File: src/logic/tart_pkg.sv
package tart_pkg;

   // ----------------------------------------------------------------------
   // Sizes
   // ----------------------------------------------------------------------
   localparam int ANT_WIDTH     = 24;   // Antenna bits per sample
   localparam int BB_DEPTH      = 512;  // Ring buffer words
   localparam int BB_ADDR_W     = 9;
   localparam int CAPTURE_DEPTH = 256;  // Samples per acquisition
   localparam int STORE_ADDR_W  = 8;
   localparam int STORE_DATA_W  = 32;   // Top byte always zero
   localparam int SAMPLE_DIV    = 6;    // fpga_clk cycles per sample

   // ----------------------------------------------------------------------
   // Encodings
   // ----------------------------------------------------------------------
   // Scheduler state, shows up in the status byte
   typedef enum logic [2:0] {
      ST_IDLE    = 3'd0,
      ST_ACQUIRE = 3'd1,
      ST_DRAIN   = 3'd2,
      ST_READOUT = 3'd3
   } tart_state_e;

   // SPI register map
   typedef enum logic [3:0] {
      REG_STATUS  = 4'd0,
      REG_CONTROL = 4'd1,
      REG_DELAY   = 4'd2,
      REG_DATA0   = 4'd4,  // Sample bits 23:16
      REG_DATA1   = 4'd5,
      REG_DATA2   = 4'd6   // Read here requests the next word
   } reg_addr_e;

endpackage

File: src/logic/sample_clock_delay.sv
`timescale 1ns/1ps

module sample_clock_delay
(
   input  logic       fpga_clk,
   input  logic       arst_n,
   input  logic       soft_rst,
   input  logic [2:0] sample_delay,     // Strobe phase 0..5
   output logic       sample_stb,       // One cycle in every six
   output logic       rx_clk_test_pin   // Sample clock made visible
);
   import tart_pkg::*;

   logic [2:0] phase;    // Modulo-6 count
   logic [2:0] delay_c;  // 6 and 7 behave as 5
   logic [2:0] offset;   // Counts since the strobe

   assign delay_c = (sample_delay > 3'(SAMPLE_DIV - 1)) ? 3'(SAMPLE_DIV - 1) : sample_delay;

   // Distance from strobe phase, wraps at six
   assign offset = (phase >= delay_c) ? phase - delay_c
                                      : phase + 3'(SAMPLE_DIV) - delay_c;

   assign sample_stb      = (phase == delay_c);
   assign rx_clk_test_pin = (offset < 3'(SAMPLE_DIV / 2));  // High half the period

   always_ff @(posedge fpga_clk or negedge arst_n)
   begin
      if (!arst_n)
         phase <= '0;
      else if (soft_rst || phase == 3'(SAMPLE_DIV - 1))
         phase <= '0;
      else
         phase <= phase + 3'd1;
   end

endmodule

File: config.mk
export PLATFORM = sky130hd
export DESIGN_NAME = sample_clock_delay
export DESIGN_NICKNAME = d
export VERILOG_FILES = /design/src/logic/tart_pkg.sv /design/src/logic/sample_clock_delay.sv
export SDC_FILE = /design/constraint.sdc
export NUM_CORES = 1
export LEC_CHECK = 0
export BUFFER_PORTS_ARGS = -buffer_cell sky130_fd_sc_hd__buf_2
export CAP_MARGIN = 10
export CORE_AREA = 2 2 39 41
export DETAILED_ROUTE_END_ITERATION = 8
export DIE_AREA = 0 0 41 43
export PLACE_DENSITY_LB_ADDON = 0.1
export SLEW_MARGIN = 10
export SYNTH_ARGS = -nofsm -noshare
export SYNTH_HDL_FRONTEND = slang
export SYNTH_SLANG_ARGS = --single-unit
File: constraint.sdc
create_clock -name fpga_clk -period 2.6 [get_ports fpga_clk]
set_input_delay 0.52 -clock fpga_clk [delete_from_list [all_inputs] [get_ports fpga_clk]]
set_output_delay 0.52 -clock fpga_clk [all_outputs]
set_load 0.03 [all_outputs]
== After elaboration in Yosys (flattened, before gate mapping) ==
Cells that the tools add are included.
Storage, ports and cells
  register bits after elaboration: 3
  bits of input ports: 6
Cells by class
  $add $sub $neg: 4
  $lt $le $gt $ge: 3
  equality and inequality tests: 2
  mux-type cells: 3
  reduce and logical (&&, ||, !) cells: 1
Operators by type and width (count)
  3-bit two-way mux: 3
  3-bit subtractor: 2
  3-bit by 1-bit adder with 3-bit output (second input constant): 1
  3-bit adder (second input constant): 1
  3-bit == test: 1
  3-bit == test (second input constant): 1
  3-bit greater-or-equal comparator: 1
  3-bit greater-than comparator (second input constant): 1
  3-bit by 2-bit < comparator with 1-bit output (second input constant): 1
  1-bit logical OR: 1

== Logic depth before layout (Yosys ltp) ==
  depth after elaboration: 5
  gate-level depth with buffers: 9

== Worst setup path after synthesis ==
OpenSTA, ideal clock, no wires.
  path type: input to output
  start: in sample_delay[2]
  end: out rx_clk_test_pin
  arrival time: 1.887 ns
  data required time: 2.080 ns
  setup slack: 0.193 ns
  stages: 9
  buffers on the path: 0
  cells stage by stage: inv_1 -> nand2_1 -> inv_1 -> ha_1 -> inv_1 -> ha_1 -> xor2_1 -> xnor2_1 -> o221a_1
Between the ends
  cells in the longest elaborated chain, start to end: 5
RTL lines
  start: declaration: line sample_clock_delay.sv:8  | input logic [2:0] sample_delay,
  3-bit greater-than comparator: line sample_clock_delay.sv:18  | assign delay_c = (sample_delay > 3'(SAMPLE_DIV - 1)) ? 3'(SAMPLE_DIV - 1) : sample_delay;
  3-bit two-way mux (*): line sample_clock_delay.sv:18
  3-bit subtractor, or another cell as far along: line sample_clock_delay.sv:22  | : phase + 3'(SAMPLE_DIV) - delay_c;
  3-bit two-way mux (*): line sample_clock_delay.sv:21  | assign offset = (phase >= delay_c) ? phase - delay_c
  3-bit by 2-bit < comparator with 1-bit output (*): line sample_clock_delay.sv:25  | assign rx_clk_test_pin = (offset < 3'(SAMPLE_DIV / 2));
  end: declaration: line sample_clock_delay.sv:10  | output logic rx_clk_test_pin
Mark *: on every way between the ends. The rest lies on a longest branch, timed or not.

== Worst setup path in the final report ==
  start: in sample_delay[1]
  end: out rx_clk_test_pin
The elaborated chain is that of the path after synthesis.

==> impl_summary.txt <==
----------------------------------------------------
[STA]
  Max Clk Rate ... 394.9 MHz
  Total of endpoints with negative setup slack in the final report ... 0
  Final hold violation count ... 0
  Setup WS post-layout ... 67.93 ps
  Min Clock Period, post-route ... 2532 ps
  Share of the clock period used by the worst path after layout ... 0.9739
  Count of pins over their slew limit ... 0
  Relative slew slack ... 0.8834
  Fin Clk Skew ... 0.07246 ps
  Transition at the pin with the smallest max-transition slack ... 174.9 ps
  Worst hold slack ... ~77 ps
  Total Negative Setup Slacks ... 0 ps

[Yosys]
  Sequential share of the synthesized area ... 0.2098
  Net count after synthesis ... 55
  Cell count after synthesis ... 39
  Synth Warn # ... 0
  Library cells used by synthesis ... 15
  Share of flip-flops with an asynchronous set or reset ... 1.000
  Post-synth EDFFs ... 0
  Ys flop type ... dfrtp_1
  Largest cells by area after synthesis ... ha_1 31%, dfrtp_1 21%, inv_1 7.3%, xnor2_1 7.3%, fa_1 5.6%
  Register bit total from synthesis ... 3
  Area fraction of the dominant cell type after synthesis ... 0.3147
  Cell accounting for the most synthesized area ... ha_1
  Post-Syn Area ... around 360 sq um
  Mean area per synthesized cell ... 9.175 sq um

[Global route]
  Vias in the first global route ... 271
  Number of antenna violations at the first check in global routing ... 0
  Global-route wire length before repair ... ~1100 um
  Maximum number of pins on one net before global-route repair ... 5
  GRT overflow ... 0
  Global-route usage over all layers ... 0.09889

[Drt]
  Total Wirelength ... 649 um
  Antenna viol nets, final ... 0
  Vias per std cell ... about 4.3
  Number of DRC violations after detailed-routing iteration 0 ... 3
  Detailed-routing iteration count for the pre-antenna-repair pass ... 3
  WL per Instance ... 9.544 um
  Via total after detailed routing ... between 200 and 300
  Post-route DRC violation count ... 0

[Floorplan]
  Starting Density ... 0.2586
  Die Footprint ... between 1500 and 2000 sq um
  Rows ... 14
  Horizontal extent of the die ... 41 um
  Core region area ... 1384 sq um
  Chip height ... roughly 43 um
  Number of top-level design ports ... 8

[Placement]
  Final weighted congestion of routability-driven global placement ... 0.6949
  Port-buffer cells ... 7
  Total cell area at the placement stage ... around 430 sq um
  Worst slack, placed ... 8.910 ps
  Final HPWL DP ... 575.7 um
  Cells after DPL ... 64

[Finish]
  Share of cells above drive strength 1 ... 0.3462
  Net count, final ... 69
  Utilization of the core after routing ... 0.3363
  Largest registers ranked by flip-flop count ... phase (3)
  Register ranked first by flip-flop count ... phase
  Area of all placed cells without fillers ... 465.4 sq um
  Final Instance Count excl. Fillers ... 68
  Area Growth Syn to Fin ... 30.07%
  Number of flip-flops in the largest register ... 3
  ANT cells ... 0

[Worst setup path]
  Critical Path End Type ... output port
  Data required time at the worst endpoint ... roughly 2100 ps
  R2R setup slack ... 1550 ps
  CP Max Fanout ... 3
  Sort of element at the start of the critical path ... input port
  Endpoint arrival time on the critical path ... ~2000 ps
  Kind of critical path ... input port to output port

[Pwr]
  P_leak ... 0.2559 nW
  VDD IR-drop max ... roughly 0.21 mV
  Overall Power ... 0.2597 mW
  Power density of the placed cells ... about 560 nW/um^2

[Clock tree]
  Count of hold buffers inserted by post-cts repair ... 0
  Root buffer selected by CTS ... clkbuf_4
  TritonCTS clock tree ... done
  Number of gates resized after cts ... 0
  Number of CTS-inserted buffers ... 3
  Number of H-tree levels ... 1
  Clock slew seen by the registers of the worst setup and hold paths ... 40 ps
  TritonCTS Sinks ... 3
  # Post-CTS Setup Buffers ... 0
  Clock latency on the worst-skew pair ... 230 ps
  Maximum count of clock buffers along a single path ... 2

[Min path]
  Hold/Removal Path Class ... input port to async pin

[Job]
  Max-cap violations ... 0

[Run status]
  Run status ... complete, no violations

----------------------------------------------------
[worst max-delay path: stages]
cell and delay (ps):
buf_2 110, a21o_1 200, ha_2 200, fa_1 500
xnor2_1 130, o221a_1 220, buf_6 130
[cell families after synthesis]
group,Yosys count,share of synthesized area
adder cells (fa/ha/maj),10,0.3706
AND/OR/NAND/NOR,9,0.1224
buffers and inverters,7,0.07344
AO/OA/AOI/OAI,6,0.1259
XOR/XNOR,4,0.09792
flip-flops,3,0.2098
[cell usage in the layout (no fill, tap or decap), drive strengths merged]
cell type,netlist,layout
and3,1,1
a21o,2,2
xnor2,3,3
fa,1,1
o221a,1,1
o21ai,1,1
a21oi,2,2
nand2,3,3
nor2,3,3
dfrtp,3,3
clkbuf,0,4
nor3,1,1
ha,9,9
inv,7,7
buf,0,9
nor2b,1,1
xor2,1,1
[power by group]
part / total, mW / internal (mW) / switching [mW]
sequential: 0.0547 / 0.0509 / 0.00379
clock: 0.0815 / 0.0575 / 0.0240
combinational: 0.124 / 0.0598 / 0.0637
[synth_stat cells, drive strengths merged, types with 2 or more instances]
| master | n |
|---|---|
| a21oi | 2 |
| a21o | 2 |
| dfrtp | 3 |
| nor2 | 3 |
| nand2 | 3 |
| xnor2 | 3 |
| inv | 7 |
| ha | 9 |
[per-layer routing]
metal	vias up	GRT usage	part of all wire
met3	0	0.03141	0.015
met2	3	0.1406	0.60
met4	0	0.1000	0
met5	-	0	0
met1	139	0.1046	0.38
li1	151	-	-
[path summary, 6_finish.rpt]
kind                                   end  depth (start not counted)            start
setup / recovery           rx_clk_test_pin                          7  sample_delay[1]
hold / removal                    phase[0]                          1           arst_n
setup reg to reg                  phase[2]                          5         phase[1]
hold reg to reg                   phase[0]                          1         phase[0]
max in group asynchronous         phase[2]                          1           arst_n
min in group fpga_clk             phase[2]                          2         soft_rst
[layout make-up]
class | instances | area [sq um]
Clock buffer | 4 | 26.28
Fill cell | 155 | 918.4
Inverter | 7 | 26.28
Multi-Input combinational cell | 29 | 261.5
Sequential cell | 3 | 75.07
Tap cell | 16 | 20.02
Timing Repair Buffer | 9 | 56.30
(Power assumes the default switching activity.)
