<file path="config.mk">
export PLATFORM = sky130hd
export DESIGN_NAME = spi_target
export DESIGN_NICKNAME = d
export VERILOG_FILES = /design/src/logic/spi_target.sv
export SDC_FILE = /design/constraint.sdc
export NUM_CORES = 1
export LEC_CHECK = 0
export BUFFER_PORTS_ARGS = -buffer_cell sky130_fd_sc_hd__buf_2
export CAP_MARGIN = 20
export CORE_ASPECT_RATIO = 2
export CORE_UTILIZATION = 55
export CTS_BUF_LIST = sky130_fd_sc_hd__clkbuf_4 sky130_fd_sc_hd__clkbuf_8
export CTS_CLUSTER_SIZE = 28
export DETAILED_ROUTE_END_ITERATION = 10
export GPL_ROUTABILITY_DRIVEN = 0
export PLACE_DENSITY = 0.76
export SLEW_MARGIN = 20
export SYNTH_ARGS = -nofsm -noshare
export SYNTH_HDL_FRONTEND = slang
export SYNTH_SLANG_ARGS = --single-unit
</file>
<file path="constraint.sdc">
create_clock -name fpga_clk -period 4.1 [get_ports fpga_clk]
set_clock_uncertainty 0.2 [all_clocks]
set_input_delay 0.41 -clock fpga_clk [delete_from_list [all_inputs] [get_ports fpga_clk]]
set_output_delay 0.41 -clock fpga_clk [all_outputs]
set_load 0.05 [all_outputs]
</file>
<file path="src/logic/spi_target.sv">
`timescale 1ns/1ps

module spi_target
(
   input  logic       fpga_clk,
   input  logic       arst_n,
   input  logic       spi_sck,
   input  logic       spi_ssel,      // Active low
   input  logic       spi_mosi,
   output logic       spi_miso,
   output logic       byte_stb,      // One pulse per received byte
   output logic       byte_is_addr,  // First byte of the frame
   output logic [7:0] rx_byte,
   input  logic [7:0] tx_byte        // Byte for the next slot
);

   logic [2:0] sck_s;     // Synchronizer plus edge history
   logic [1:0] ssel_s;
   logic [1:0] mosi_s;
   logic       sck_rise;
   logic       sck_fall;
   logic       active;
   logic [2:0] bit_cnt;
   logic [6:0] rx_shift;
   logic [7:0] tx_shift;
   logic       first;     // Address byte still to come

   assign sck_rise = sck_s[1] & ~sck_s[2];
   assign sck_fall = ~sck_s[1] & sck_s[2];
   assign active   = ~ssel_s[1];

   // Between bytes the MSB follows tx_byte so late register updates still land
   assign spi_miso = ~first & ((bit_cnt == 3'd0) ? tx_byte[7] : tx_shift[7]);

   always_ff @(posedge fpga_clk or negedge arst_n)
   begin
      if (!arst_n)
      begin
         sck_s  <= '0;
         ssel_s <= '1;
         mosi_s <= '0;
      end
      else
      begin
         sck_s  <= {sck_s[1:0], spi_sck};
         ssel_s <= {ssel_s[0], spi_ssel};
         mosi_s <= {mosi_s[0], spi_mosi};
      end
   end

   always_ff @(posedge fpga_clk or negedge arst_n)
   begin
      if (!arst_n)
      begin
         bit_cnt      <= '0;
         rx_shift     <= '0;
         tx_shift     <= '0;
         first        <= 1'b1;
         byte_stb     <= 1'b0;
         byte_is_addr <= 1'b0;
         rx_byte      <= '0;
      end
      else
      begin
         byte_stb <= 1'b0;
         if (!active)
         begin
            bit_cnt <= '0;   // Frame ends, realign
            first   <= 1'b1;
         end
         else if (sck_rise)
         begin
            rx_shift <= {rx_shift[5:0], mosi_s[1]};
            bit_cnt  <= bit_cnt + 3'd1;
            if (bit_cnt == 3'd0)
               tx_shift <= tx_byte;  // Freeze outgoing byte
            if (bit_cnt == 3'd7)
            begin
               byte_stb     <= 1'b1;
               byte_is_addr <= first;
               rx_byte      <= {rx_shift, mosi_s[1]};
               first        <= 1'b0;
            end
         end
         else if (sck_fall && bit_cnt != 3'd0)
            tx_shift <= {tx_shift[6:0], 1'b0};  // Next bit out, MSB first
      end
   end

endmodule

</file>
# Word-level counts from Yosys, hierarchy flattened
# Cells that the tools add are included.
# Widths: inputs -> output; s select.
[totals] reg_bits=36 output_inout_bits=11 inputBits=13
[classes] reduce_logical=10 muxes=12 bitwise=7 n_addsub=1 n_eq_ne=2
[op_table] cell="$mux 8" count=3
[op_table] cell="$mux 1" count=7
[op_table] cell="$mux 3" count=2
[op_table] cell="$reduce_and 3->1" count=2
[op_table] cell="$reduce_bool 2->1" count=3
[op_table] cell="$not 1->1" count=4
[op_table] cell="$reduce_and 2->1" count=2
[op_table] cell="$add 3x1->3 const B" count=1
[op_table] cell="$and 1x1->1" count=3
[op_table] cell="$eq 3x3->1 const B" count=1
[op_table] cell="$logic_not 3->1" count=1
[op_table] cell="$reduce_bool 3->1" count=1
[op_table] cell="$ne 2x1->1 const B" count=1
[op_table] cell="$logic_and 1x1->1" count=1

# Depth between registers and ports, before layout
[logic_depth] depth_word=5 ltp_mapped=6 depth_no_buf=6

# Worst setup path before layout
# OpenSTA, ideal clock, no wires.
[synth_path] kind="reg2out" start="reg bit_cnt[0]" end="out spi_miso" setup_slack_ns=2.022 arrival_time_ns=1.468 t_required_ns=3.490 stages_incl_launch_ff=6 cell_sequence="dfrtp_1 > inv_1 > ha_1 > nor2b_4 > mux2i_1 > nor2_1"
[synth_via] elab_chain_cells=3
[synth_rtl] element="from (decl)" line="23" source="logic [2:0] bit_cnt;"
[synth_rtl] element="from (signal assigned)" line="74" source="bit_cnt <= bit_cnt + 3'd1;"
[synth_rtl] element="$logic_not 3->1" line="33" source="assign spi_miso = ~first & ((bit_cnt == 3'd0) ? tx_byte[7] : tx_shift[7]);"
[synth_rtl] element="$mux 1" line="33"
[synth_rtl] element="$and 1x1->1" line="33"
[synth_rtl] element="to (decl)" line="10" source="output logic spi_miso,"
# No other way between the ends.

# Worst setup path after layout
# Ends and elaborated chain as after synthesis.

==> flow_summary.yaml <==
route:
  routed_via_density: 5.17
  drt-initial-drc-count: 17
  routed_wl_mm: 2.39
  drcViolationCount: 0
  first_pass_iters: 3
  wl_per_cell_um: 14.2
  via_count: 874
  ant_nets: 0
pwr:
  swShare_pct: 24.5
  ir_drop_v: 0.000322
  comb_power_share_pct: 13.7
  switchingPower_uw: 202
  pwr-share-clk_pct: 29.8
  power_density_nw_per_um2: 492
  power.internal_uw: 623
  p_leak_nw: 0.874
  seq_power_share_pct: 56.4
setup_path:
  cp-start-kind: "flop"
  cp-end-kind: "output pin"
  path_class: "reg2out"
  crit_arrival_ns: 1.56
  cp.required_ns: 3.49
  reg2reg_to: "tx_shift[2]"
  rr_startpoint: "bit_cnt[0]"
  worstRegToRegCells: 6
  worstSetupStartpoint: "bit_cnt[0]"
  critPathMaxFanout: 4
  r2r_slack_ns: 2.00
floorplanning:
  core_area_um2: 2540
  io-pin-count: 24
  die_w_um: 38.5
  die_h_um: 74.9
  die_area_um2: 2880
  rows: 26
  initial_core_util_pct: 57.6
sta:
  fmax_mhz: 460
  timing.setup.tns_ns: 0
  max_slew_margin_pct: 48.3
  rsz0062_at_grt: "no"
  tightest_slew_ns: 0.776
  final-setup-viol-count: 0
  slew_viol_final: 0
  final.period_utilization_pct: 53.0
  hold_viol_final: 1
  holdWs_ns: -0.000288
  min_period_ns: 2.17
synthesis:
  synth-simple-area-share_pct: 11.6
  synth_area_um2: 1460
  yosysUniqueCellTypes: 20
  synth_top_family_by_area: "multiplexers"
  synth-seq-cells: 36
  postSynthCellCount: 114
  synth_fa_ha_area_share_pct: 2.57
  synth_compound_gate_area_share_pct: 3.17
  synth_nets: 130
  ys_seq_area_share_pct: 61.9
  ys.warnings.count: 0
  synthMuxAreaShare_pct: 18.4
  syn_avg_cell_area_um2: 12.8
  synth_xor_area_share_pct: 0
grt:
  antenna_found_initial: 0
  grt_pass1_wl_mm: 3.98
  grt_pass1_vias: 886
  grt_overflow: 0
  grt_max_degree: 37
  track_usage_pct: 20.9
clocking:
  cts_buffer_depth: 2
  cts_sinks: 36
  cts-root-buf: "clkbuf_8"
  cts.htree.levels: 2
  cts_tree: "done"
  cts_setup_buffers: 0
  ctsHoldBuffers: 0
  clk_latency_ns: 0.28
  numCtsBuffers: 5
  clkSlewWorstSetupHoldPaths_ns: 0.07
  cts_resized: 0
placement:
  io_buffer_count: 23
  hpwl_mm: 1.63
  place_area_um2: 1590
cells_and_area:
  area_delta_synth_final_pct: 14.7
  fin_util_pct: 66.1
  drive_gt1_share_pct: 44.0
  fin_nets: 156
  antennaDiodeCount: 0
  fill_cells: 207
  final_cell_area_um2: 1680
min_path:
  min_path_type: "in2async"
run_status:
  outcome: "finished, violations left"
  violations: "hold timing"
job:
  cap_violations: 0
placed cells by master (no fill, tap or decap):
cell type,n
dfrtp_1,33
clkbuf_4,2
nor2b_4,1
nor2_2,1
nor2_1,3
a21oi_4,1
mux2i_1,1
a21oi_1,5
inv_1,3
or3b_4,1
buf_2,23
dfstp_2,3
o21ai_0,1
clkinv_2,1
nand2b_1,1
and3_1,1
and2b_2,1
mux2_2,23
ha_1,3
clkbuf_8,5
nand2_1,28
flip-flops by register name (all words and copies together) (netlist names):
signal,cells
bit_cnt,3
tx_shift,8
byte_is_addr,1
sck_s,3
rx_shift,7
byte_stb,1
mosi_s,2
first,1
rx_byte,8
ssel_s,2
power by group through the flow:
stage          clock, mW  sequential [mW]  combinational [mW]
3_5_place_dp           0            0.475               0.115
5_1_grt            0.272            0.476               0.128
2_1_floorplan          0            0.456              0.0914
6_report           0.246            0.466               0.113
4_1_cts            0.259            0.467               0.115
3_3_place_gp           0            0.468               0.108
routing by layer:
layer | wire length, µm | GRT usage (%) | vias to the layer above
li1 | - | - | 425
met1 | 932 | 24.2 | 420
met2 | 1290 | 32.2 | 22
met3 | 97 | 6.49 | 7
met4 | 67 | 14.6 | 0
met5 | 0 | 0 | -
area by class of cell:
cell class	instances	area, µm²	area share [%]
clock buffer	7	83.8	5.00
clock inverter	1	5.00	0.299
multi-input combinational	71	522	31.1
sequential	36	905	54.0
inverter	3	11.3	0.672
tap	28	35.0	2.09
timing repair buffer	23	115	6.87
metrics by stage:
| stage | setup slack [ns] | cells | hold WS (ns) | power [mW] |
|---|---|---|---|---|
| CTS | 1.88 | 169 | 0.0115 | 0.842 |
| global route | 1.79 | 169 | 0.00685 | 0.876 |
| global placement | 2.05 | 161 | 0.133 | 0.576 |
| finish | 1.93 | 169 | -0.000288 | 0.825 |
| floorplan | 2.02 | 114 | -0.0856 | 0.547 |
| detailed placement | 1.99 | 161 | 0.140 | 0.589 |
cell usage after synthesis:
| library cell | number | area share (%) |
|---|---|---|
| dfrtp_1 | 33 | 57 |
| nand2_1 | 28 | 7.2 |
| mux2_2 | 23 | 18 |
| a21oi_1 | 5 | 1.7 |
| dfstp_2 | 3 | 5.4 |
| ha_1 | 3 | 2.6 |
| inv_1 | 3 | 0.77 |
| nor2_1 | 3 | 0.77 |
| clkbuf_1 | 2 | 0.51 |
| a21oi_4 | 1 | 1.1 |
| and2b_2 | 1 | 0.60 |
| and3_1 | 1 | 0.43 |
| buf_2 | 1 | 0.34 |
| buf_6 | 1 | 0.77 |
| mux2i_1 | 1 | 0.68 |
| nand2b_1 | 1 | 0.43 |
| nor2_2 | 1 | 0.43 |
| nor2b_4 | 1 | 0.94 |
| o21ai_0 | 1 | 0.34 |
| or3b_4 | 1 | 0.77 |
worst max path at each step:
stage / cells after the start / slack, ns / end
floorplan: 5 / 2.02 / spi_miso
global placement: 6 / 2.05 / tx_shift[5]
detailed placement: 6 / 1.99 / tx_shift[7]
CTS: 6 / 1.88 / spi_miso
global route: 6 / 1.79 / spi_miso
finish: 6 / 1.93 / spi_miso
cell families after synthesis:
kind of cell               count (synthesis)
AOI/OAI and AO/OA                          7
adders and majority gates                  3
buffers and inverters                      7
and+or+nand+nor                           37
DFF                                       36
muxes                                     24
critical path: stages (launching register included):
cell and delay [ns]:
dfrtp_1 0.40, inv_1 0.08, ha_1 0.15, nor2b_4 0.17, mux2i_1 0.09, nor2_1 0.12
buf_2 0.28
(Power assumes the default switching activity.)
