### src/logic/tart_pkg.sv
package tart_pkg;

   // ----------------------------------------------------------------------
   // Sizes
   // ----------------------------------------------------------------------
   localparam int ANT_WIDTH     = 24;   // Antenna bits per sample
   localparam int BB_DEPTH      = 512;  // Ring buffer words
   localparam int BB_ADDR_W     = 9;
   localparam int CAPTURE_DEPTH = 256;  // Samples per acquisition
   localparam int STORE_ADDR_W  = 8;
   localparam int STORE_DATA_W  = 32;   // Top byte always zero
   localparam int SAMPLE_DIV    = 6;    // fpga_clk cycles per sample

   // ----------------------------------------------------------------------
   // Encodings
   // ----------------------------------------------------------------------
   // Scheduler state, shows up in the status byte
   typedef enum logic [2:0] {
      ST_IDLE    = 3'd0,
      ST_ACQUIRE = 3'd1,
      ST_DRAIN   = 3'd2,
      ST_READOUT = 3'd3
   } tart_state_e;

   // SPI register map
   typedef enum logic [3:0] {
      REG_STATUS  = 4'd0,
      REG_CONTROL = 4'd1,
      REG_DELAY   = 4'd2,
      REG_DATA0   = 4'd4,  // Sample bits 23:16
      REG_DATA1   = 4'd5,
      REG_DATA2   = 4'd6   // Read here requests the next word
   } reg_addr_e;

endpackage

### src/logic/mem_cmd_if.sv
`timescale 1ns/1ps

interface mem_cmd_if;
   import tart_pkg::*;

   logic                    cmd_ready;       // Store can take a command
   logic                    cmd_enable;      // Held until accepted
   logic                    cmd_wr;          // 1 write, 0 read
   logic [STORE_ADDR_W-1:0] cmd_address;
   logic [STORE_DATA_W-1:0] cmd_data_in;
   logic [STORE_DATA_W-1:0] data_out;        // Read word
   logic                    data_out_ready;  // Pulse, 2 cycles after read accept

   modport scheduler (
      input  cmd_ready, data_out_ready,
      output cmd_enable, cmd_wr, cmd_address, cmd_data_in
   );

   modport store (
      input  cmd_enable, cmd_wr, cmd_address, cmd_data_in,
      output cmd_ready, data_out, data_out_ready
   );

endinterface

### src/logic/capture_scheduler.sv
`timescale 1ns/1ps

module capture_scheduler
(
   input  logic                           fpga_clk,
   input  logic                           arst_n,
   input  logic                           soft_rst,
   input  logic                           sample_stb,
   input  logic                           start_aq,       // Level from control reg
   input  logic                           data_request,   // Host wants next word
   output logic [tart_pkg::BB_ADDR_W-1:0] bb_wr_address,
   output logic [tart_pkg::BB_ADDR_W-1:0] bb_rd_address,
   input  logic [tart_pkg::ANT_WIDTH-1:0] bb_rd_data,
   mem_cmd_if.scheduler                   mem,
   output tart_pkg::tart_state_e          tart_state
);
   import tart_pkg::*;

   logic [BB_ADDR_W-1:0]  wr_ptr;
   logic [BB_ADDR_W-1:0]  rd_ptr;       // Trails wr_ptr during capture
   logic                  fetch_pend;   // Ring read in flight
   logic [STORE_ADDR_W-1:0] issue_cnt;  // Store writes issued
   logic [STORE_ADDR_W:0] read_addr;    // Next readout word
   logic [STORE_ADDR_W:0] deliver_cnt;  // Words returned so far
   logic                  accept;

   assign bb_wr_address = wr_ptr;
   assign bb_rd_address = rd_ptr;
   assign accept        = mem.cmd_enable & mem.cmd_ready;

   // Write data straight from the ring read port
   always_ff @(posedge fpga_clk)
   begin
      if (tart_state == ST_ACQUIRE && fetch_pend)
         mem.cmd_data_in <= {{(STORE_DATA_W - ANT_WIDTH){1'b0}}, bb_rd_data};
   end

   always_ff @(posedge fpga_clk or negedge arst_n)
   begin
      if (!arst_n)
      begin
         tart_state      <= ST_IDLE;
         wr_ptr          <= '0;
         rd_ptr          <= '0;
         fetch_pend      <= 1'b0;
         issue_cnt       <= '0;
         read_addr       <= '0;
         deliver_cnt     <= '0;
         mem.cmd_enable  <= 1'b0;
         mem.cmd_wr      <= 1'b0;
         mem.cmd_address <= '0;
      end
      else if (soft_rst)
      begin
         tart_state      <= ST_IDLE;
         wr_ptr          <= '0;
         rd_ptr          <= '0;
         fetch_pend      <= 1'b0;
         issue_cnt       <= '0;
         read_addr       <= '0;
         deliver_cnt     <= '0;
         mem.cmd_enable  <= 1'b0;
         mem.cmd_wr      <= 1'b0;
         mem.cmd_address <= '0;
      end
      else
      begin
         if (sample_stb)
            wr_ptr <= wr_ptr + 1'b1;  // Ring always fills
         if (accept)
            mem.cmd_enable <= 1'b0;   // Overridden below for back-to-back

         case (tart_state)
            ST_IDLE:
            begin
               rd_ptr    <= wr_ptr;  // Skip stale words
               issue_cnt <= '0;
               if (start_aq)
                  tart_state <= ST_ACQUIRE;
            end
            ST_ACQUIRE:
            begin
               if (fetch_pend)
               begin
                  // Ring word is on bb_rd_data now
                  fetch_pend      <= 1'b0;
                  mem.cmd_enable  <= 1'b1;
                  mem.cmd_wr      <= 1'b1;
                  mem.cmd_address <= issue_cnt;
                  rd_ptr          <= rd_ptr + 1'b1;
                  issue_cnt       <= issue_cnt + 1'b1;
                  if (issue_cnt == STORE_ADDR_W'(CAPTURE_DEPTH - 1))
                     tart_state <= ST_DRAIN;
               end
               else if (!mem.cmd_enable && rd_ptr != wr_ptr)
                  fetch_pend <= 1'b1;
            end
            ST_DRAIN:
            begin
               if (accept)
               begin
                  tart_state      <= ST_READOUT;
                  mem.cmd_enable  <= 1'b1;  // Preload word 0
                  mem.cmd_wr      <= 1'b0;
                  mem.cmd_address <= '0;
                  read_addr       <= 1;
                  deliver_cnt     <= '0;
               end
            end
            default:
            begin
               // ST_READOUT
               if (mem.data_out_ready)
                  deliver_cnt <= deliver_cnt + 1'b1;
               if (data_request && read_addr < (STORE_ADDR_W + 1)'(CAPTURE_DEPTH))
               begin
                  mem.cmd_enable  <= 1'b1;
                  mem.cmd_wr      <= 1'b0;
                  mem.cmd_address <= read_addr[STORE_ADDR_W-1:0];
                  read_addr       <= read_addr + 1'b1;
               end
               if (deliver_cnt == (STORE_ADDR_W + 1)'(CAPTURE_DEPTH) && !start_aq)
                  tart_state <= ST_IDLE;
            end
         endcase
      end
   end

endmodule

### src/flat_wrapper.sv
// flat-port wrapper written by rule: the top's interface ports become plain ports
module capture_scheduler_flat import tart_pkg::*;
  (fpga_clk, arst_n, soft_rst, sample_stb, start_aq, data_request, bb_wr_address, bb_rd_address, bb_rd_data, tart_state, mem_cmd_ready, mem_data_out_ready, mem_cmd_enable, mem_cmd_wr, mem_cmd_address, mem_cmd_data_in);
  mem_cmd_if mem_i ();
  input  logic fpga_clk;
  input  logic arst_n;
  input  logic soft_rst;
  input  logic sample_stb;
  input  logic start_aq;
  input  logic data_request;
  output logic [tart_pkg::BB_ADDR_W-1:0] bb_wr_address;
  output logic [tart_pkg::BB_ADDR_W-1:0] bb_rd_address;
  input  logic [tart_pkg::ANT_WIDTH-1:0] bb_rd_data;
  output tart_pkg::tart_state_e tart_state;
  input wire logic [$bits(mem_i.cmd_ready)-1:0] mem_cmd_ready;
  input wire logic [$bits(mem_i.data_out_ready)-1:0] mem_data_out_ready;
  output wire logic [$bits(mem_i.cmd_enable)-1:0] mem_cmd_enable;
  output wire logic [$bits(mem_i.cmd_wr)-1:0] mem_cmd_wr;
  output wire logic [$bits(mem_i.cmd_address)-1:0] mem_cmd_address;
  output wire logic [$bits(mem_i.cmd_data_in)-1:0] mem_cmd_data_in;
  assign mem_i.cmd_ready = mem_cmd_ready;
  assign mem_i.data_out_ready = mem_data_out_ready;
  assign mem_cmd_enable = mem_i.cmd_enable;
  assign mem_cmd_wr = mem_i.cmd_wr;
  assign mem_cmd_address = mem_i.cmd_address;
  assign mem_cmd_data_in = mem_i.cmd_data_in;
  capture_scheduler u_core (.fpga_clk(fpga_clk), .arst_n(arst_n), .soft_rst(soft_rst), .sample_stb(sample_stb), .start_aq(start_aq), .data_request(data_request), .bb_wr_address(bb_wr_address), .bb_rd_address(bb_rd_address), .bb_rd_data(bb_rd_data), .mem(mem_i), .tart_state(tart_state));
endmodule
### config.mk
export PLATFORM = sky130hd
export DESIGN_NAME = capture_scheduler_flat
export DESIGN_NICKNAME = d
export VERILOG_FILES = /design/src/logic/tart_pkg.sv /design/src/logic/mem_cmd_if.sv /design/src/logic/capture_scheduler.sv /design/src/flat_wrapper.sv
export SDC_FILE = /design/constraint.sdc
export NUM_CORES = 1
export LEC_CHECK = 0
export ABC_AREA = 1
export ABC_CLOCK_PERIOD_IN_PS = 2830
export BUFFER_PORTS_ARGS = -buffer_cell sky130_fd_sc_hd__buf_2
export CORE_ASPECT_RATIO = 0.75
export CORE_UTILIZATION = 55
export DETAILED_ROUTE_END_ITERATION = 8
export PLACE_DENSITY = 0.89
export SYNTH_ARGS = -nofsm -noshare
export SYNTH_HDL_FRONTEND = slang
export SYNTH_SLANG_ARGS = --single-unit
### constraint.sdc
create_clock -name fpga_clk -period 2.83 [get_ports fpga_clk]
set_input_delay 0.1415 -clock fpga_clk [delete_from_list [all_inputs] [get_ports fpga_clk]]
set_output_delay 0.1415 -clock fpga_clk [all_outputs]
set_load 0.1 [all_outputs]
* Yosys cells after proc, flatten, opt, wreduce, memory -nomap -nowiden
Index checks and enable logic that the tools add are counted.
Widths: inputs -> output; s select.
** Storage, ports and cells
- Input port bits :: 32
- Logic and storage cells :: 92
- Flip-flop bits (word level) :: 82
- Output and inout bits :: 63
** Operators by class
- Magnitude comparators :: 1
- Reduce and logical (&&, ||, !) cells :: 20
- Bitwise operators :: 1
- Equality and inequality tests :: 11
- Multiplexer cells :: 43
- Add/sub/neg operators :: 5
** Operators with widths (number)
- $mux 9 :: 10
- $pmux 9 s2 :: 3
- $mux 8 :: 6
- $add 9x1->9 const B :: 4
- $pmux 8 s3 :: 1
- $mux 3 :: 6
- $pmux 8 s2 :: 1
- $mux 1 :: 13
- $eq 9x9->1 const B :: 1
- $lt 9x9->1 const B :: 1
- $ne 9x9->1 :: 1
- $pmux 3 s3 :: 1
- $reduce_bool 3->1 :: 3
- $add 8x1->8 const B :: 1
- $eq 8x8->1 const B :: 1
- $ne 3x2->1 const B :: 2
- $ne 3x3->1 const B :: 2
- $pmux 1 s3 :: 2
- $reduce_and 3->1 :: 2
- $reduce_and 5->1 :: 1
- $reduce_bool 5->1 :: 1
- $logic_and 1x1->1 :: 4
- $reduce_and 4->1 :: 1
- $reduce_bool 2->1 :: 2
- 10 further kinds :: 11

* Logic depth before layout (Yosys ltp)
- Depth in word-level cells :: 6
- Depth in mapped cells :: 11
- Gate-level depth less buffers :: 10

* Least setup slack after synthesis
Ideal clock, no wire load.
- Path kind :: flip-flop to flip-flop
- Start point :: register u_core.tart_state[0]
- End point :: register u_core.mem.cmd_data_in[0] (enable)
- Arrival :: 1919 ps
- Path slack :: 533 ps
- Period minus slack after synthesis :: 2297 ps
- Stages on the path, launching flop included :: 4
- Buffers on the path :: 0
- Data required time :: 2451 ps
- Setup time :: 379 ps
- Cell sequence :: dfrtp_1 > ha_1 > nand2_1 > inv_1
** Between the ends
- Word-level cells in the longest chain between the ends :: 2
** RTL lines
- from (decl) :: line capture_scheduler.sv:15 : output tart_pkg::tart_state_e tart_state
- from (signal assigned) :: line capture_scheduler.sv:42 : tart_state <= ST_IDLE;
- from (signal assigned) :: line capture_scheduler.sv:55 : tart_state <= ST_IDLE;
- from (signal assigned) :: line capture_scheduler.sv:79 : tart_state <= ST_ACQUIRE;
- $eq 3x1->1 :: line capture_scheduler.sv:34 : if (tart_state == ST_ACQUIRE && fetch_pend)
- $logic_and 1x1->1 :: line capture_scheduler.sv:34
- to (signal assigned) :: line capture_scheduler.sv:35 : mem.cmd_data_in <= {{(STORE_DATA_W - ANT_WIDTH){1'b0}}, bb_rd_data};
- to (decl) :: line mem_cmd_if.sv:16 : output cmd_enable, cmd_wr, cmd_address, cmd_data_in
Every way passes these cells.
A chain may end at the register's enable or synchronous reset.

* Worst setup path in the final report
- Start point :: register u_core.tart_state[1]
- End point :: register u_core.mem.cmd_address[6]
** Between the ends
- Word-level cells in the longest chain between the ends :: 3
- Elaborated cells between the ends (all ways) :: 10
- Those cells by class :: eq/ne: 5; mux: 2; reduce/logical: 3
** RTL lines
- $eq 3x2->1 (tied with other cells) :: line capture_scheduler.sv:73 : case (tart_state)
- $ne 3x2->1 (no line) (tied with other cells)
- $reduce_and 4->1 (no line) or $mux 8 (tied branches)
- to (signal assigned) :: line capture_scheduler.sv:89 : mem.cmd_address <= issue_cnt;
- to (signal assigned) :: line capture_scheduler.sv:119 : mem.cmd_address <= read_addr[STORE_ADDR_W-1:0];
- to (decl) :: line mem_cmd_if.sv:16
Parallel ways exist; a longest one is shown, timed or not.

==> results.txt <==
outcome: finished, final reports clean
share of cells above drive strength 1: 0.1930
initial antenna violation count: 0
Post-CTS Setup Bufs: 0
Reg clk slew, reported paths: 90 ps
area leader, netlist: dfrtp_1
Setup crit start kind: register
ANT nets after route: 0
Core ar.: 0.007500 mm^2
Post-synth top cells: nand2_1, nor2_1, dfrtp_1
Worst-Margin Slew: 833.0 ps
GP Congestion: 0.9239
initial cell density of the core: 0.5779
Finish-stage setup viols: 0
Post-synth ARST share: 0.7037
Yosys top cell area share: 0.3291
Slew Viols, Final: 0
post-route setup slack: 810.3 ps
final hold vios: 0
Slew Limit Headroom: 0.4440
largest net degree at the start of global routing: 38
Via-to-Cell Ratio: 5.283
post-synthesis compound-gate area fraction: 0.08891
Post-CTS Hold Buffers: 25
Synth Instances: 539
drt first pass iters: 5
Final Skew: 5.116 ps
DRC: 0
Crit path required time: 3080 ps
Synth Flop Type: dfrtp_1
Inserted Clock Buffers: 9
HPWL after DPL: 7568 um
Area Growth Syn to Fin: 21.94%
first-pass GRT wire length: 17930 um
post-synthesis simple-gate area fraction: 0.2919
Sum Neg Setup Slack: 0 ps
fmax: 495.1 MHz
total routed wirelength: 10960 um
largest family of logic cells by synthesized area: simple AND/OR/NAND/NOR gates
Total GRT Usage: 0.2800
Ports: 95
detailed router's first-iteration violation count: 381
crit path DAT: 2270 ps
worst skew pair latency: 360 ps
post-synthesis sequential area ratio: 0.4954
Post-Synth XOR/XNOR Area: 0.01212
Slowest cell on crit path: dfrtp_1
die area: 0.008243 mm^2
CTS tree: done
DR WL/cell: 14.44 um
post-synthesis adder-cell area fraction: 0.02887
num rows: 27
syn avg cell area: 8.041 um^2
Vias: 4010
Post-synth EDFFs: 24
post-synthesis mux area share: 0
RSZ-0062 raised after global routing: no
Mapped Area: 0.004334 mm^2
clock tree buffer depth: 2
Worst VDD drop: 0.5023 mV
CTS sink count: 81
static leakage: 2.607 nW
CP max FO: 11
number of max-cap violations: 0
min cycle time layout: 2020 ps
Power Density: 879.8 mW/mm^2
vias in the first global route: 3746
top cells by area, synth: dfrtp_1, edfxtp_1, nand2_1
grt total ovfl: 0
critical path class: register to register
PortBufs: 85
post-synthesis register bit count: 81
Crit path largest cell delay: 440 ps
Die X: 104.5 um
critical-path cell list: inv_1 -> ha_1 -> inv_2 -> nor2_2 -> buf_4 -> nand2_2 -> nand3_2 -> a21oi_4 -> inv_2 -> nand2_1 -> nand2_1
Final period util: 0.7137
Max H-tree Level: 3
clock root buffer master: clkbuf_8
Synth Warn #: 0
Distinct cells, synth: 38
Worst Hold Class: primary input to register
# diodes: 0
dpl ws: 870.5 ps
Nets: 695
CP endpoint kind: register
post-CTS sizing: 0
die height: 78.88 um
most frequent cell after synthesis: nand2_1
final cells by class:
class / count / area, um^2
clock buffers: 9 / 123.9
clock inverters: 7 / 101.3
fillers: 556 / 2215
inverters: 60 / 226.5
multi-input cells: 388 / 1862
flip-flops and latches: 81 / 2147
well taps: 101 / 126.4
repair buffers: 113 / 698.2
power breakdown:
group	total (mW)	switching, mW	leakage [nW]	internal [mW]
registers	1.54	0.169	0.996	1.37
logic	2.14	1.69	1.50	0.453
clock network	0.965	0.457	0.112	0.508
total	4.65	2.32	2.61	2.33
metrics by stage:
step	total power, mW	area (um^2)	cells	hold slack, ps	utilization
final	4.650	5285	759	84.50	0.7047
after global routing	4.906	5285	759	70.85	0.7047
after CTS	4.645	5285	759	70.90	0.7047
after detailed placement	3.649	4810	718	113.3	0.6413
after global placement	3.606	4810	718	104.6	0.6413
after floorplan	3.283	4364	547	-154.1	-
final timing paths:
path	startpoint	end	slack, ps	cells after the start
setup / recovery	u_core.tart_state[1]$_DFFE_PN0P_	u_core.mem.cmd_address[6]$_DFFE_PN0P_	810	11
hold / removal	mem_data_out_ready	u_core.deliver_cnt[1]$_DFFE_PN0P_	80	3
setup reg to reg	u_core.tart_state[1]$_DFFE_PN0P_	u_core.mem.cmd_address[6]$_DFFE_PN0P_	810	11
hold reg to reg	u_core.mem.cmd_address[2]$_DFFE_PN0P_	u_core.mem.cmd_address[2]$_DFFE_PN0P_	480	2
max in group asynchronous	arst_n	u_core.deliver_cnt[2]$_DFFE_PN0P_	1730	3
min in group asynchronous	arst_n	u_core.bb_wr_address[8]$_DFFE_PN0P_	260	2
critical path, delay by kind of cell, from the launching register on:
| kind | cells | cell delay [ps] |
|---|---|---|
| simple gates | 5 | 400 |
| buf+inv | 4 | 530 |
| fa+ha+maj | 1 | 260 |
| flops | 1 | 440 |
| compound gates | 1 | 270 |
logic make-up after synthesis:
| group | Yosys count |
|---|---|
| AND/OR/NAND/NOR | 298 |
| flip-flops | 81 |
| buffers and inverters | 78 |
| AO/OA/AOI/OAI | 65 |
| adder cells (fa/ha/maj) | 10 |
| XOR/XNOR | 6 |
| other | 1 |
per-layer routing:
metal  track usage  up-vias  part of all wire
li1              -     1945                 -
met1        0.3703     1871              0.45
met2        0.4715      180              0.46
met3       0.06158       14             0.078
met4       0.07000        0             0.013
met5             0        -                 0
cells in the final DEF (no fill, tap or decap), drive strengths merged, types with 4 or more instances in the layout:
cell type and n:
a22oi 10, edfxtp 24, ha 10, nor3 4, clkbuf 9, o21ai 19
nand2 162, nand3 45, conb 9, buf 88, dlygate4sd3 25, xnor2 4
inv 62, nand4 4, dfrtp 57, nor2 81, a21oi 28
flip-flops by register name (all words and copies together) (netlist names), 2 cells and up:
signal / cells
u_core.bb_wr_address: 9
u_core.mem.cmd_address: 8
u_core.deliver_cnt: 9
u_core.read_addr: 9
u_core.bb_rd_address: 9
u_core.mem.cmd_data_in: 24
u_core.issue_cnt: 8
u_core.tart_state: 2
(Power assumes the default switching activity.)
