## src/logic/tart_pkg.sv

```systemverilog
package tart_pkg;

   // ----------------------------------------------------------------------
   // Sizes
   // ----------------------------------------------------------------------
   localparam int ANT_WIDTH     = 24;   // Antenna bits per sample
   localparam int BB_DEPTH      = 512;  // Ring buffer words
   localparam int BB_ADDR_W     = 9;
   localparam int CAPTURE_DEPTH = 256;  // Samples per acquisition
   localparam int STORE_ADDR_W  = 8;
   localparam int STORE_DATA_W  = 32;   // Top byte always zero
   localparam int SAMPLE_DIV    = 6;    // fpga_clk cycles per sample

   // ----------------------------------------------------------------------
   // Encodings
   // ----------------------------------------------------------------------
   // Scheduler state, shows up in the status byte
   typedef enum logic [2:0] {
      ST_IDLE    = 3'd0,
      ST_ACQUIRE = 3'd1,
      ST_DRAIN   = 3'd2,
      ST_READOUT = 3'd3
   } tart_state_e;

   // SPI register map
   typedef enum logic [3:0] {
      REG_STATUS  = 4'd0,
      REG_CONTROL = 4'd1,
      REG_DELAY   = 4'd2,
      REG_DATA0   = 4'd4,  // Sample bits 23:16
      REG_DATA1   = 4'd5,
      REG_DATA2   = 4'd6   // Read here requests the next word
   } reg_addr_e;

endpackage

```

## src/logic/tart_regs.sv

```systemverilog
`timescale 1ns/1ps

module tart_regs
(
   input  logic                              fpga_clk,
   input  logic                              arst_n,
   input  logic                              byte_stb,
   input  logic                              byte_is_addr,
   input  logic [7:0]                        rx_byte,
   output logic [7:0]                        tx_byte,
   input  tart_pkg::tart_state_e             tart_state,
   input  logic [tart_pkg::STORE_DATA_W-1:0] store_word,
   input  logic                              store_word_valid,
   output logic                              start_aq,
   output logic                              fake_en,
   output logic [2:0]                        sample_delay,
   output logic                              data_request,
   output logic                              soft_rst
);
   import tart_pkg::*;

   reg_addr_e            addr;         // Current register
   logic                 wr_mode;      // Bit 7 of address byte
   logic                 rst_req;      // Control bit 7, self-clearing
   logic [3:0]           rst_pipe;
   logic [ANT_WIDTH-1:0] sample_hold;  // Last word from the store

   // ----------------------------------------------------------------------
   // Read mux
   // ----------------------------------------------------------------------
   always_comb
   begin
      case (addr)
         REG_STATUS:  tx_byte = {1'b1, fake_en, data_request, start_aq, 1'b0, tart_state};
         REG_CONTROL: tx_byte = {rst_req, 5'b0, fake_en, start_aq};
         REG_DELAY:   tx_byte = {5'b0, sample_delay};
         REG_DATA0:   tx_byte = sample_hold[23:16];
         REG_DATA1:   tx_byte = sample_hold[15:8];
         REG_DATA2:   tx_byte = sample_hold[7:0];
         default:     tx_byte = 8'h00;
      endcase
   end

   always_ff @(posedge fpga_clk)
   begin
      if (store_word_valid)
         sample_hold <= store_word[ANT_WIDTH-1:0];
   end

   // ----------------------------------------------------------------------
   // Writes and address stepping
   // ----------------------------------------------------------------------
   always_ff @(posedge fpga_clk or negedge arst_n)
   begin
      if (!arst_n)
      begin
         addr <= REG_STATUS;
         wr_mode <= 1'b0;
         rst_req <= 1'b0;
         start_aq <= 1'b0;
         fake_en <= 1'b0;
         sample_delay <= '0;
         data_request <= 1'b0;
      end
      else if (soft_rst)
      begin
         addr <= REG_STATUS;
         wr_mode <= 1'b0;
         rst_req <= 1'b0;
         start_aq <= 1'b0;
         fake_en <= 1'b0;
         sample_delay <= '0;
         data_request <= 1'b0;
      end
      else
      begin
         data_request <= 1'b0;
         rst_req      <= 1'b0;  // Single pulse into the pipe
         if (byte_stb && byte_is_addr)
         begin
            addr    <= reg_addr_e'(rx_byte[3:0]);
            wr_mode <= rx_byte[7];
         end
         else if (byte_stb)
         begin
            if (wr_mode && addr == REG_CONTROL)
            begin
               start_aq <= rx_byte[0];
               fake_en  <= rx_byte[1];
               rst_req  <= rx_byte[7];
            end
            if (wr_mode && addr == REG_DELAY)
               sample_delay <= rx_byte[2:0];
            case (addr)  // Data registers wrap 6 back to 4
               REG_DATA0: addr <= REG_DATA1;
               REG_DATA1: addr <= REG_DATA2;
               REG_DATA2:
               begin
                  addr         <= REG_DATA0;
                  data_request <= ~wr_mode;
               end
               default: addr <= addr;
            endcase
         end
      end
   end

   // Soft reset, three cycles delay then three cycles wide
   always_ff @(posedge fpga_clk or negedge arst_n)
   begin
      if (!arst_n)
      begin
         rst_pipe <= '0;
         soft_rst <= 1'b0;
      end
      else
      begin
         rst_pipe <= {rst_pipe[2:0], rst_req};
         soft_rst <= |rst_pipe[3:1];
      end
   end

endmodule

```

## config.mk

```make
export PLATFORM = sky130hd
export DESIGN_NAME = tart_regs
export DESIGN_NICKNAME = d
export VERILOG_FILES = /design/src/logic/tart_pkg.sv /design/src/logic/tart_regs.sv
export SDC_FILE = /design/constraint.sdc
export NUM_CORES = 1
export LEC_CHECK = 0
export BUFFER_PORTS_ARGS = -buffer_cell sky130_fd_sc_hd__buf_4
export CAP_MARGIN = 20
export CORE_UTILIZATION = 44
export DETAILED_ROUTE_END_ITERATION = 12
export PLACE_DENSITY_LB_ADDON = 0.08
export REMOVE_ABC_BUFFERS = 1
export SLEW_MARGIN = 25
export SYNTH_ARGS = -nofsm -noshare
export SYNTH_HDL_FRONTEND = slang
export SYNTH_SLANG_ARGS = --single-unit
```

## constraint.sdc

```tcl
create_clock -name fpga_clk -period 1.4 [get_ports fpga_clk]
set_input_delay 0.28 -clock fpga_clk [delete_from_list [all_inputs] [get_ports fpga_clk]]
set_output_delay 0.28 -clock fpga_clk [all_outputs]
set_load 0.01 [all_outputs]
```

## Word level (Yosys, flattened, before mapping)

Index checks and enable logic that the tools add are counted.

| operators by class | value |
|---|---|
| add/sub/neg operators | 0 |
| bitwise gates (word level) | 1 |
| $mul | 0 |
| mux-type cells | 27 |
| eq/ne operators | 6 |
| shift operators | 0 |
| reduce and logical (&&, ||, !) cells | 14 |
| order comparisons | 0 |
| divide/modulo/power cells | 0 |

Operators with widths:

| kind | number |
|---|---|
| case mux 8 bit (6 select lines) | 1 |
| 2-to-1 mux 1 bit | 18 |
| equality test 4 x 3 -> 1 bit, second input constant | 3 |
| 2-to-1 mux 3 bit | 4 |
| 2-to-1 mux 4 bit | 3 |
| case mux 4 bit (3 select lines) | 1 |
| nonzero test 2 bit | 4 |
| AND reduction 3 bit | 2 |
| nonzero test 5 bit | 1 |
| equality test 4 x 1 -> 1 bit, second input constant | 1 |
| equality test 4 x 2 -> 1 bit, second input constant | 1 |
| logical NOT 4 bit | 1 |
| logical AND 1 bit | 3 |
| nonzero test 3 bit | 1 |
| OR reduction 3 bit | 1 |
| inequality test 2 bit, second input constant | 1 |
| AND reduction 2 bit | 1 |
| NOT 1 bit | 1 |

| storage, ports and cells | value |
|---|---|
| output and inout port bits | 15 |
| bits in latches | 0 |
| register bits | 41 |
| bits in writable memories | 0 |
| ROM bits | 0 |
| memories kept | 0 |
| input bits | 48 |
| logic and storage cells | 58 |

## Logic depth before layout (Yosys ltp)

Gate-level depths: netlist of the first run.

| depth | value |
|---|---|
| depth after elaboration | 6 |
| mapped depth | 5 |
| mapped depth without buffers | 3 |

## Worst setup path after synthesis of the first run

Ideal clock, no wire load.

| timing | value |
|---|---|
| path kind | register to output |
| start point | register addr[3] |
| end point | output port tx_byte[2] |
| stages on the path, launching flop included | 4 |
| path slack | -0.069 ns |
| data arrival time | 1.189 ns |
| data required time | 1.120 ns |
| path buffers | 1 |
| cell sequence | dfrtp_1 -> buf_4 -> nand2b_1 -> o311ai_1 |

| on the way | value |
|---|---|
| longest elaborated chain between the ends | 2 |
| elaborated cells between the ends (all ways) | 7 |
| classes of those cells | eq/ne (5); mux (1); reduce/logical (1) |

Ends and longest elaborated chain:

| what | RTL line | RTL |
|---|---|---|
| start, declared | tart_regs.sv:22 | `reg_addr_e addr;` |
| start signal, assigned | tart_regs.sv:81 | `addr <= reg_addr_e'(rx_byte[3:0]);` |
| start signal, assigned | tart_regs.sv:102 | `default: addr <= addr;` |
| equality test 4 x 3 -> 1 bit (tied with other cells) | tart_regs.sv:33 | `case (addr)` |
| case mux 8 bit (6 select lines) (*) | tart_regs.sv:33 |  |
| end, declared | tart_regs.sv:10 | `output logic [7:0] tx_byte,` |

Every way passes the cells marked *; elsewhere a longest branch is shown, timed or not.

## Worst setup path in the final report of the first run

| timing | value |
|---|---|
| start point | register addr[0] |
| end point | output port tx_byte[6] |

The elaborated chain is that of the path after synthesis.

==> results of run 1 <==
==> sequential cells by signal, summed over array words and instances, names as in the netlist <==
| name | flops |
|---|---|
| sample_hold | 24 |
| addr | 4 |
| rst_pipe | 4 |
| sample_delay | 3 |
| data_request | 1 |
| fake_en | 1 |
| rst_req | 1 |
| soft_rst | 1 |
| start_aq | 1 |
| wr_mode | 1 |
==> power groups by stage <==
| stage | clock (mW) | sequential, mW | combinational (mW) |
|---|---|---|---|
| global placement | 0 | 1.60 | 1.06 |
| finish | 0.918 | 1.58 | 1.30 |
| CTS | 0.935 | 1.57 | 1.19 |
| global route | 0.980 | 1.60 | 1.40 |
| floorplan | 0 | 1.66 | 0.407 |
| detailed placement | 0 | 1.61 | 1.09 |
==> layout make-up <==
class	count	area share
multi-input combinational	88	0.257
sequential	41	0.441
inverter	1	0.00144
timing repair buffer	77	0.234
clock buffer	8	0.0426
tap	50	0.0239
==> routing by layer <==
| metal | global-route usage | wire length [um] | part of all wire | up-vias |
|---|---|---|---|---|
| met4 | 0.0851 | 112 | 0.027 | 0 |
| met2 | 0.339 | 2150 | 0.51 | 63 |
| li1 | - | - | - | 669 |
| met1 | 0.230 | 1670 | 0.40 | 677 |
| met3 | 0.0569 | 240 | 0.058 | 13 |
| met5 | 0 | 0 | 0 | - |
==> Yosys cell counts <==
cell type and number:
o32a_1 2, mux2i_1 14, o21ai_0 1, nor3b_1 1, and3_1 1, nand2b_1 10
or4b_1 1, buf_2 5, nor4b_1 1, nand3_1 7, or3_1 2, buf_6 1
nor4b_2 1, a21oi_1 3, nor2b_1 2, o21ai_1 7, o311ai_1 1, nor2_1 6
a22oi_1 3, and4_1 1, nand2_1 9, or2_0 1, a2bb2oi_1 1, and2b_4 1
nor3b_2 2, mux2_1 2, dfrtp_1 17, buf_4 2, mux2_2 1, nor3_1 2
a221o_1 1, o21bai_1 1, clkbuf_1 1, o22ai_1 1, inv_1 1, edfxtp_1 24
nor4_1 1, a221oi_1 1
==> worst max-delay path by stage <==
stage	to	from	slack, ns
CTS	tx_byte[4]	addr[0]	-0.44
finish	tx_byte[6]	addr[0]	-0.45
global placement	tx_byte[0]	addr[0]	-0.18
floorplan	tx_byte[2]	addr[2]	-0.26
global route	tx_byte[5]	addr[0]	-0.51
detailed placement	tx_byte[1]	addr[0]	-0.21
==> kinds of logic after synthesis <==
group           after synthesis
compound gates               22
buf+inv                      10
flops                        41
simple gates                 49
mux                          17
==> metrics by stage <==
stage | hold WS (ns) | area, um2
after floorplan | -0.0156 | 1760
after global placement | 0.148 | 2340
after detailed placement | 0.157 | 2340
after CTS | 0.147 | 2540
after global routing | 0.145 | 2610
final | 0.154 | 2610
==> layout by cell type, fill, tap and decap left out, types with 2 or more instances in the layout <==
| cell type | Yosys | routed |
|---|---|---|
| o21ai_1 | 7 | 7 |
| buf_6 | 1 | 5 |
| nand2_1 | 9 | 9 |
| nor2_1 | 6 | 6 |
| mux2i_1 | 14 | 14 |
| dfrtp_1 | 17 | 12 |
| edfxtp_1 | 24 | 24 |
| nand2b_1 | 10 | 10 |
| nor4b_2 | 1 | 2 |
| nand3_1 | 7 | 6 |
| buf_4 | 2 | 70 |
| mux2_1 | 2 | 2 |
| o32a_1 | 2 | 2 |
| clkbuf_8 | 0 | 6 |
| dfrtp_2 | 0 | 5 |
| a21oi_1 | 3 | 3 |
| a22oi_2 | 0 | 2 |
==> repair_timing <==
action / in CTS / in global routing
buffers inserted: 8 / 3
hold buffers: 1 / 0
gates resized for setup: 12 / 14
setup endpoints to repair: 17 / 16
endpoints found under the hold margin: 17 / 0
pin swaps: 8 / 6
==> metrics.md, run 1 <==
| Metric | Value |
|---|---|
| Endpoint class of the critical path | `primary output` |
| # diodes | `0` |
| Vias in the first global route | `1382` |
| Cell count along the critical path | `5` |
| Fraction of layout cells with a size suffix above 1 | `0.484` |
| Power Dens Cells | `1450 nW/um2` |
| Fillers | `301` |
| Detail Placement HPWL | `2750 um` |
| Worst-Skew Late Latency | `0.30 ns` |
| Rows | `23` |
| Total CTS buffers | `5` |
| CTS tree | `built` |
| Clock power share | `0.242` |
| Synth top area cells | `edfxtp_1, dfrtp_1, mux2i_1` |
| Residual DRC | `0` |
| Mapped Cells | `139` |
| Port bufs | `51` |
| Setup WS post-layout | `-0.452 ns` |
| CP Launch Type | `flip-flop` |
| Max Clock Skew | `0.00449 ns` |
| Dpl ws | `-0.213 ns` |
| Final core occ | `0.658` |
| Htree depth | `2` |
| Worst slew pin tran | `0.320 ns` |
| Synth Area in Adders | `0` |
| Max cap viols | `0` |
| Switch Pwr | `1.09 mW` |
| Leak | `1.14 nW` |
| Post-synth top area share | `0.396` |
| # placed instances | `247` |
| Slew Limit Fails | `0` |
| Largest stage delay on the critical path | `0.46 ns` |
| Clock root buffer | `clkbuf_8` |
| FMAX | `540 MHz` |
| Starting density of the core | `0.458` |
| Critical path buffer and inverter count | `2` |
| Hold Crit Class | `in -> reg` |
| Horiz. Die Dim | `66.3 um` |
| RSZ-0062 raised after global routing | `true` |
| Worst reg2reg path depth | `6` |
| Mux cell area share after synthesis | `0.0956` |
| Sw Share | `0.289` |
| Sequential Power Share | `0.416` |
| CP max FO | `6` |
| Reg clk slew, reported paths | `0.08 ns` |
| Hold EP | `sample_hold[10]` |
| Full die area | `4400 um2` |
| HP Start | `store_word[10]` |
| Worst relative slew slack | `0.786` |
| Placeable core region | `3970 um2` |
| Multi-input gate area | `671 um2` |
| I/O pin count | `63` |
| Area Growth Syn to Fin | `43.6%` |
| Comb power frac | `0.341` |
| Total gr overflow | `0` |
| Post-Layout Cell Count | `265` |
| DRT Wirelength | `4170 um` |
| Crit-path cells | `buf_6 -> and2b_4 -> a22oi_1 -> o21ai_1 -> buf_4` |
| Endpoints failing setup | `17` |
| DRT antenna net count | `0` |
| Req. time, crit path | `1.12 ns` |
| Clk buf depth | `2` |
| First-pass GRT wire length | `6280 um` |
| Synth Area in Compound Gates | `0.0812` |
| Post-DR wirelength/cell | `15.7 um` |
| Maximum vdd drop | `0.674 mV` |
| Synth Cell Area | `1820 um2` |
| CP max-delay cell | `dfrtp_2` |
| Clock sinks | `41` |
| Post-synthesis xor/xnor area fraction | `0` |
| Worst setup path class | `reg -> out` |
| Crit path max-delay family | `flip-flops` |
| Synth cell types | `38` |
| Initial antenna violation count | `0` |
| Drt via density | `5.37` |
| Largest net degree at the start of global routing | `25` |
| Reg2Reg Setup Slack | `-0.24 ns` |
| FF+latch count, synth | `41` |
| Main combinational cell family by area after synthesis | `simple AND/OR/NAND/NOR gates` |
| Dominant cell type by area after synthesis | `edfxtp_1` |
| Total GRT Usage | `0.198` |
| Reg area | `1150 um2` |
| Failing checks | `negative setup slack` |
| Vias | `1422` |
| Reg2reg end | `sample_delay[0]` |
| Post-synthesis sequential area ratio | `0.630` |
| Critical path data arrival time | `1.57 ns` |
| Tmin final | `1.85 ns` |
| Synth warn | `0` |
| Hold Vio Cnt, Final | `0` |
| Worst hold path stage count | `1` |
| Initial DRC Count | `75` |
| Final RePlAce weighted congestion | `0.886` |
| Post-Synth Simple-Gate Area | `0.161` |
| Fin crit share | `1.32` |
| Power, Total | `3.79 mW` |
| Setup TNS | `-4.70 ns` |
| Nets | `262` |
| Syn Area/Cell | `13.1 um2` |
| Die Ht | `66.3 um` |
| 1st-pass router iterations | `4` |
| Origin of the critical flop-to-flop path | `addr[0]` |
| Cell Int Power | `2.70 mW` |
| Status | `complete, but fails checks` |
Power figures use the tool's default switching activity.
==> run 2: changes to the inputs <==
Settings changed: CORE_MARGIN set to 2, SETUP_SLACK_MARGIN set to 0.3.
==> run 2 against run 1 <==
  * The flow still finishes with violations (negative setup slack)
  * Final cell count shrank 0.75%
  * Clock skew shrank 0.0023 ns
  * Global-route usage shrank 1.2 points
  * Sequential power is essentially flat
  * Sequential share of layout area shrank 1.0 points
  * Clock power shrank 23%
  * Highest routed layer unchanged
  * Clock-buffer cell count shrank 1
  * Flip-flop and latch count is the same
  * Cell area grew 2.3%
  * Critical endpoint is now tx_byte[2]
  * Critical path type unchanged
==> metrics.md, run 2 (same netlist as run 1, synthesis figures left out) <==
| Metric | Value |
|---|---|
| Initial antenna violation count | `0 (unchanged)` |
| Residual DRC | `0 (unchanged)` |
| Hold Vio Cnt, Final | `0 (unchanged)` |
| Power Dens Cells | `1380 nW/um2 (was 1450 nW/um2)` |
| Setup WS post-layout | `-0.420 ns (was -0.452 ns)` |
| Most frequent cells in the layout | `buf_4, edfxtp_1, buf_6 (was buf_4, edfxtp_1, mux2i_1)` |
| Maximum vdd drop | `0.846 mV (was 0.674 mV)` |
| Commonest non-fill, non-tap cell in the layout | `buf_4 (unchanged)` |
| Drt via density | `5.24 (was 5.37)` |
| DRT Wirelength | `4010 um (was 4170 um)` |
| Tmin final | `1.82 ns (was 1.85 ns)` |
| Detail Placement HPWL | `2640 um (was 2750 um)` |
| Vias | `1377 (was 1422)` |
| Total gr overflow | `0 (unchanged)` |
| Status | `complete, but fails checks (unchanged)` |
| Endpoint class of the critical path | `primary output (unchanged)` |
| Clock root buffer | `clkbuf_8 (unchanged)` |
| Starting density of the core | `0.455 (was 0.458)` |
| CP max FO | `8 (was 6)` |
| Switch Pwr | `1.09 mW (about the same)` |
| Leak | `1.14 nW (about the same)` |
| Initial DRC Count | `76 (was 75)` |
| Final RePlAce weighted congestion | `0.796 (was 0.886)` |
| Cell Int Power | `2.60 mW (was 2.70 mW)` |
| Setup TNS | `-3.33 ns (was -4.70 ns)` |
| Req. time, crit path | `1.12 ns (about the same)` |
| Total GRT Usage | `0.187 (was 0.198)` |
| Max reg flops | `24 (unchanged)` |
| Htree depth | `2 (unchanged)` |
| Clk buf depth | `2 (unchanged)` |
| Fin crit share | `1.30 (was 1.32)` |
| Hold Crit Class | `in -> reg (unchanged)` |
| CP Launch Type | `flip-flop (unchanged)` |
| Top Registers | `sample_hold (24), addr (4), rst_pipe (4) (unchanged)` |
| Max cap viols | `0 (unchanged)` |
| Slew Limit Fails | `0 (unchanged)` |
| # diodes | `0 (unchanged)` |
| First-pass GRT wire length | `6210 um (was 6280 um)` |
| Horiz. Die Dim | `68.3 um (was 66.3 um)` |
| Critical path data arrival time | `1.54 ns (was 1.57 ns)` |
| Die Ht | `68.3 um (was 66.3 um)` |
| Endpoints failing setup | `15 (was 17)` |
| Worst slew pin tran | `0.396 ns (was 0.320 ns)` |
| Reg with most FFs | `sample_hold (unchanged)` |
| Full die area | `4660 um2 (was 4400 um2)` |
| Sequential Power Share | `0.435 (was 0.416)` |
| Worst-Skew Late Latency | `0.29 ns (was 0.30 ns)` |
| Largest net degree at the start of global routing | `25 (unchanged)` |
| Post-DR wirelength/cell | `15.2 um (was 15.7 um)` |
| Total CTS buffers | `5 (unchanged)` |
| Vias in the first global route | `1346 (was 1382)` |
| Reg clk slew, reported paths | `0.07 ns (was 0.08 ns)` |
| Sw Share | `0.296 (was 0.289)` |
| Failing checks | `negative setup slack (unchanged)` |
| Clock power share | `0.193 (was 0.242)` |
| Max Clock Skew | `0.00220 ns (was 0.00449 ns)` |
| Port bufs | `51 (unchanged)` |
| Worst relative slew slack | `0.736 (was 0.786)` |
| Nets | `260 (was 262)` |
| Rows | `23 (unchanged)` |
| CTS tree | `built (unchanged)` |
| Placeable core region | `4000 um2 (was 3970 um2)` |
| I/O pin count | `63 (unchanged)` |
| Area Growth Syn to Fin | `46.9% (was 43.6%)` |
| Hold slack | `0.163 ns (was 0.154 ns)` |
| Clock sinks | `41 (unchanged)` |
| Fraction of layout cells with a size suffix above 1 | `0.474 (was 0.484)` |
| 1st-pass router iterations | `4 (unchanged)` |
| Worst setup path class | `reg -> out (unchanged)` |
| Comb power frac | `0.372 (was 0.341)` |
| DRT antenna net count | `0 (unchanged)` |
| RSZ-0062 raised after global routing | `true (unchanged)` |
| Fillers | `307 (was 301)` |
| FMAX | `549 MHz (was 540 MHz)` |
run 2: power groups by stage:
stage	clock (mW)	combinational [mW]	sequential, mW
floorplan	0	0.407	1.66
global placement	0	1.03	1.62
detailed placement	0	1.05	1.62
CTS	0.741	1.31	1.60
global route	0.789	1.48	1.63
finish	0.711	1.37	1.61
run 2: metrics by stage:
stage	area (um2)	setup slack, ns	cells	total power [mW]	util
2_1_floorplan	1760	-0.264	130	2.06	-
3_3_place_gp	2330	-0.192	244	2.64	0.583
6_report	2670	-0.420	263	3.69	0.668
4_1_cts	2620	-0.406	261	3.65	0.654
3_5_place_dp	2330	-0.218	244	2.67	0.583
5_1_grt	2670	-0.499	263	3.90	0.668
run 2: worst max-delay path, stage by stage, from the launching register on:
cell      delay, ns
dfrtp_2        0.44
buf_12         0.15
buf_6          0.12
nor3b_4        0.20
o21ai_2        0.08
o311ai_1       0.09
buf_4          0.18
run 2: worst paths after layout:
path / startpoint / endpoint / slack [ns] / depth (start not counted)
worst min register to register: rst_pipe[0] / rst_pipe[1] / 0.35 / 0
max in group asynchronous: arst_n / addr[0] / 0.80 / 2
worst max-delay path: addr[1] / tx_byte[2] / -0.42 / 6
worst max register to register: addr[0] / addr[1] / -0.08 / 4
worst min-delay path: store_word[1] / sample_hold[1] / 0.16 / 1
min in group asynchronous: arst_n / rst_pipe[1] / 0.40 / 2
run 2: repair_timing:
item / in CTS / in global routing
endpoints found under the hold margin: 17 / 0
hold buffers: 1 / 0
endpoints found under the setup margin: 24 / 24
resized for setup: 36 / 8
pin swaps: 12 / 6
buffers inserted: 8 / 2
run 2: layout make-up:
| class | count | area [um2] | share of cell area |
|---|---|---|---|
| Tap cell | 50 | 62.6 | 0.0234 |
| Clock inverter | 1 | 3.75 | 0.00140 |
| Timing Repair Buffer | 75 | 658 | 0.246 |
| Inverter | 1 | 3.75 | 0.00140 |
| Multi-Input combinational cell | 88 | 717 | 0.268 |
| Clock buffer | 7 | 76.3 | 0.0286 |
| Sequential cell | 41 | 1150 | 0.431 |
run 2: layer usage:
layer  wire (um)  vias to the layer above  track usage  part of all wire
li1            -                      659            -                 -
met5           0                        -            0                 0
met1        1720                      658        0.241              0.43
met2        1990                       54        0.294              0.50
met4          48                        0       0.0750             0.012
met3         247                        6       0.0559             0.062
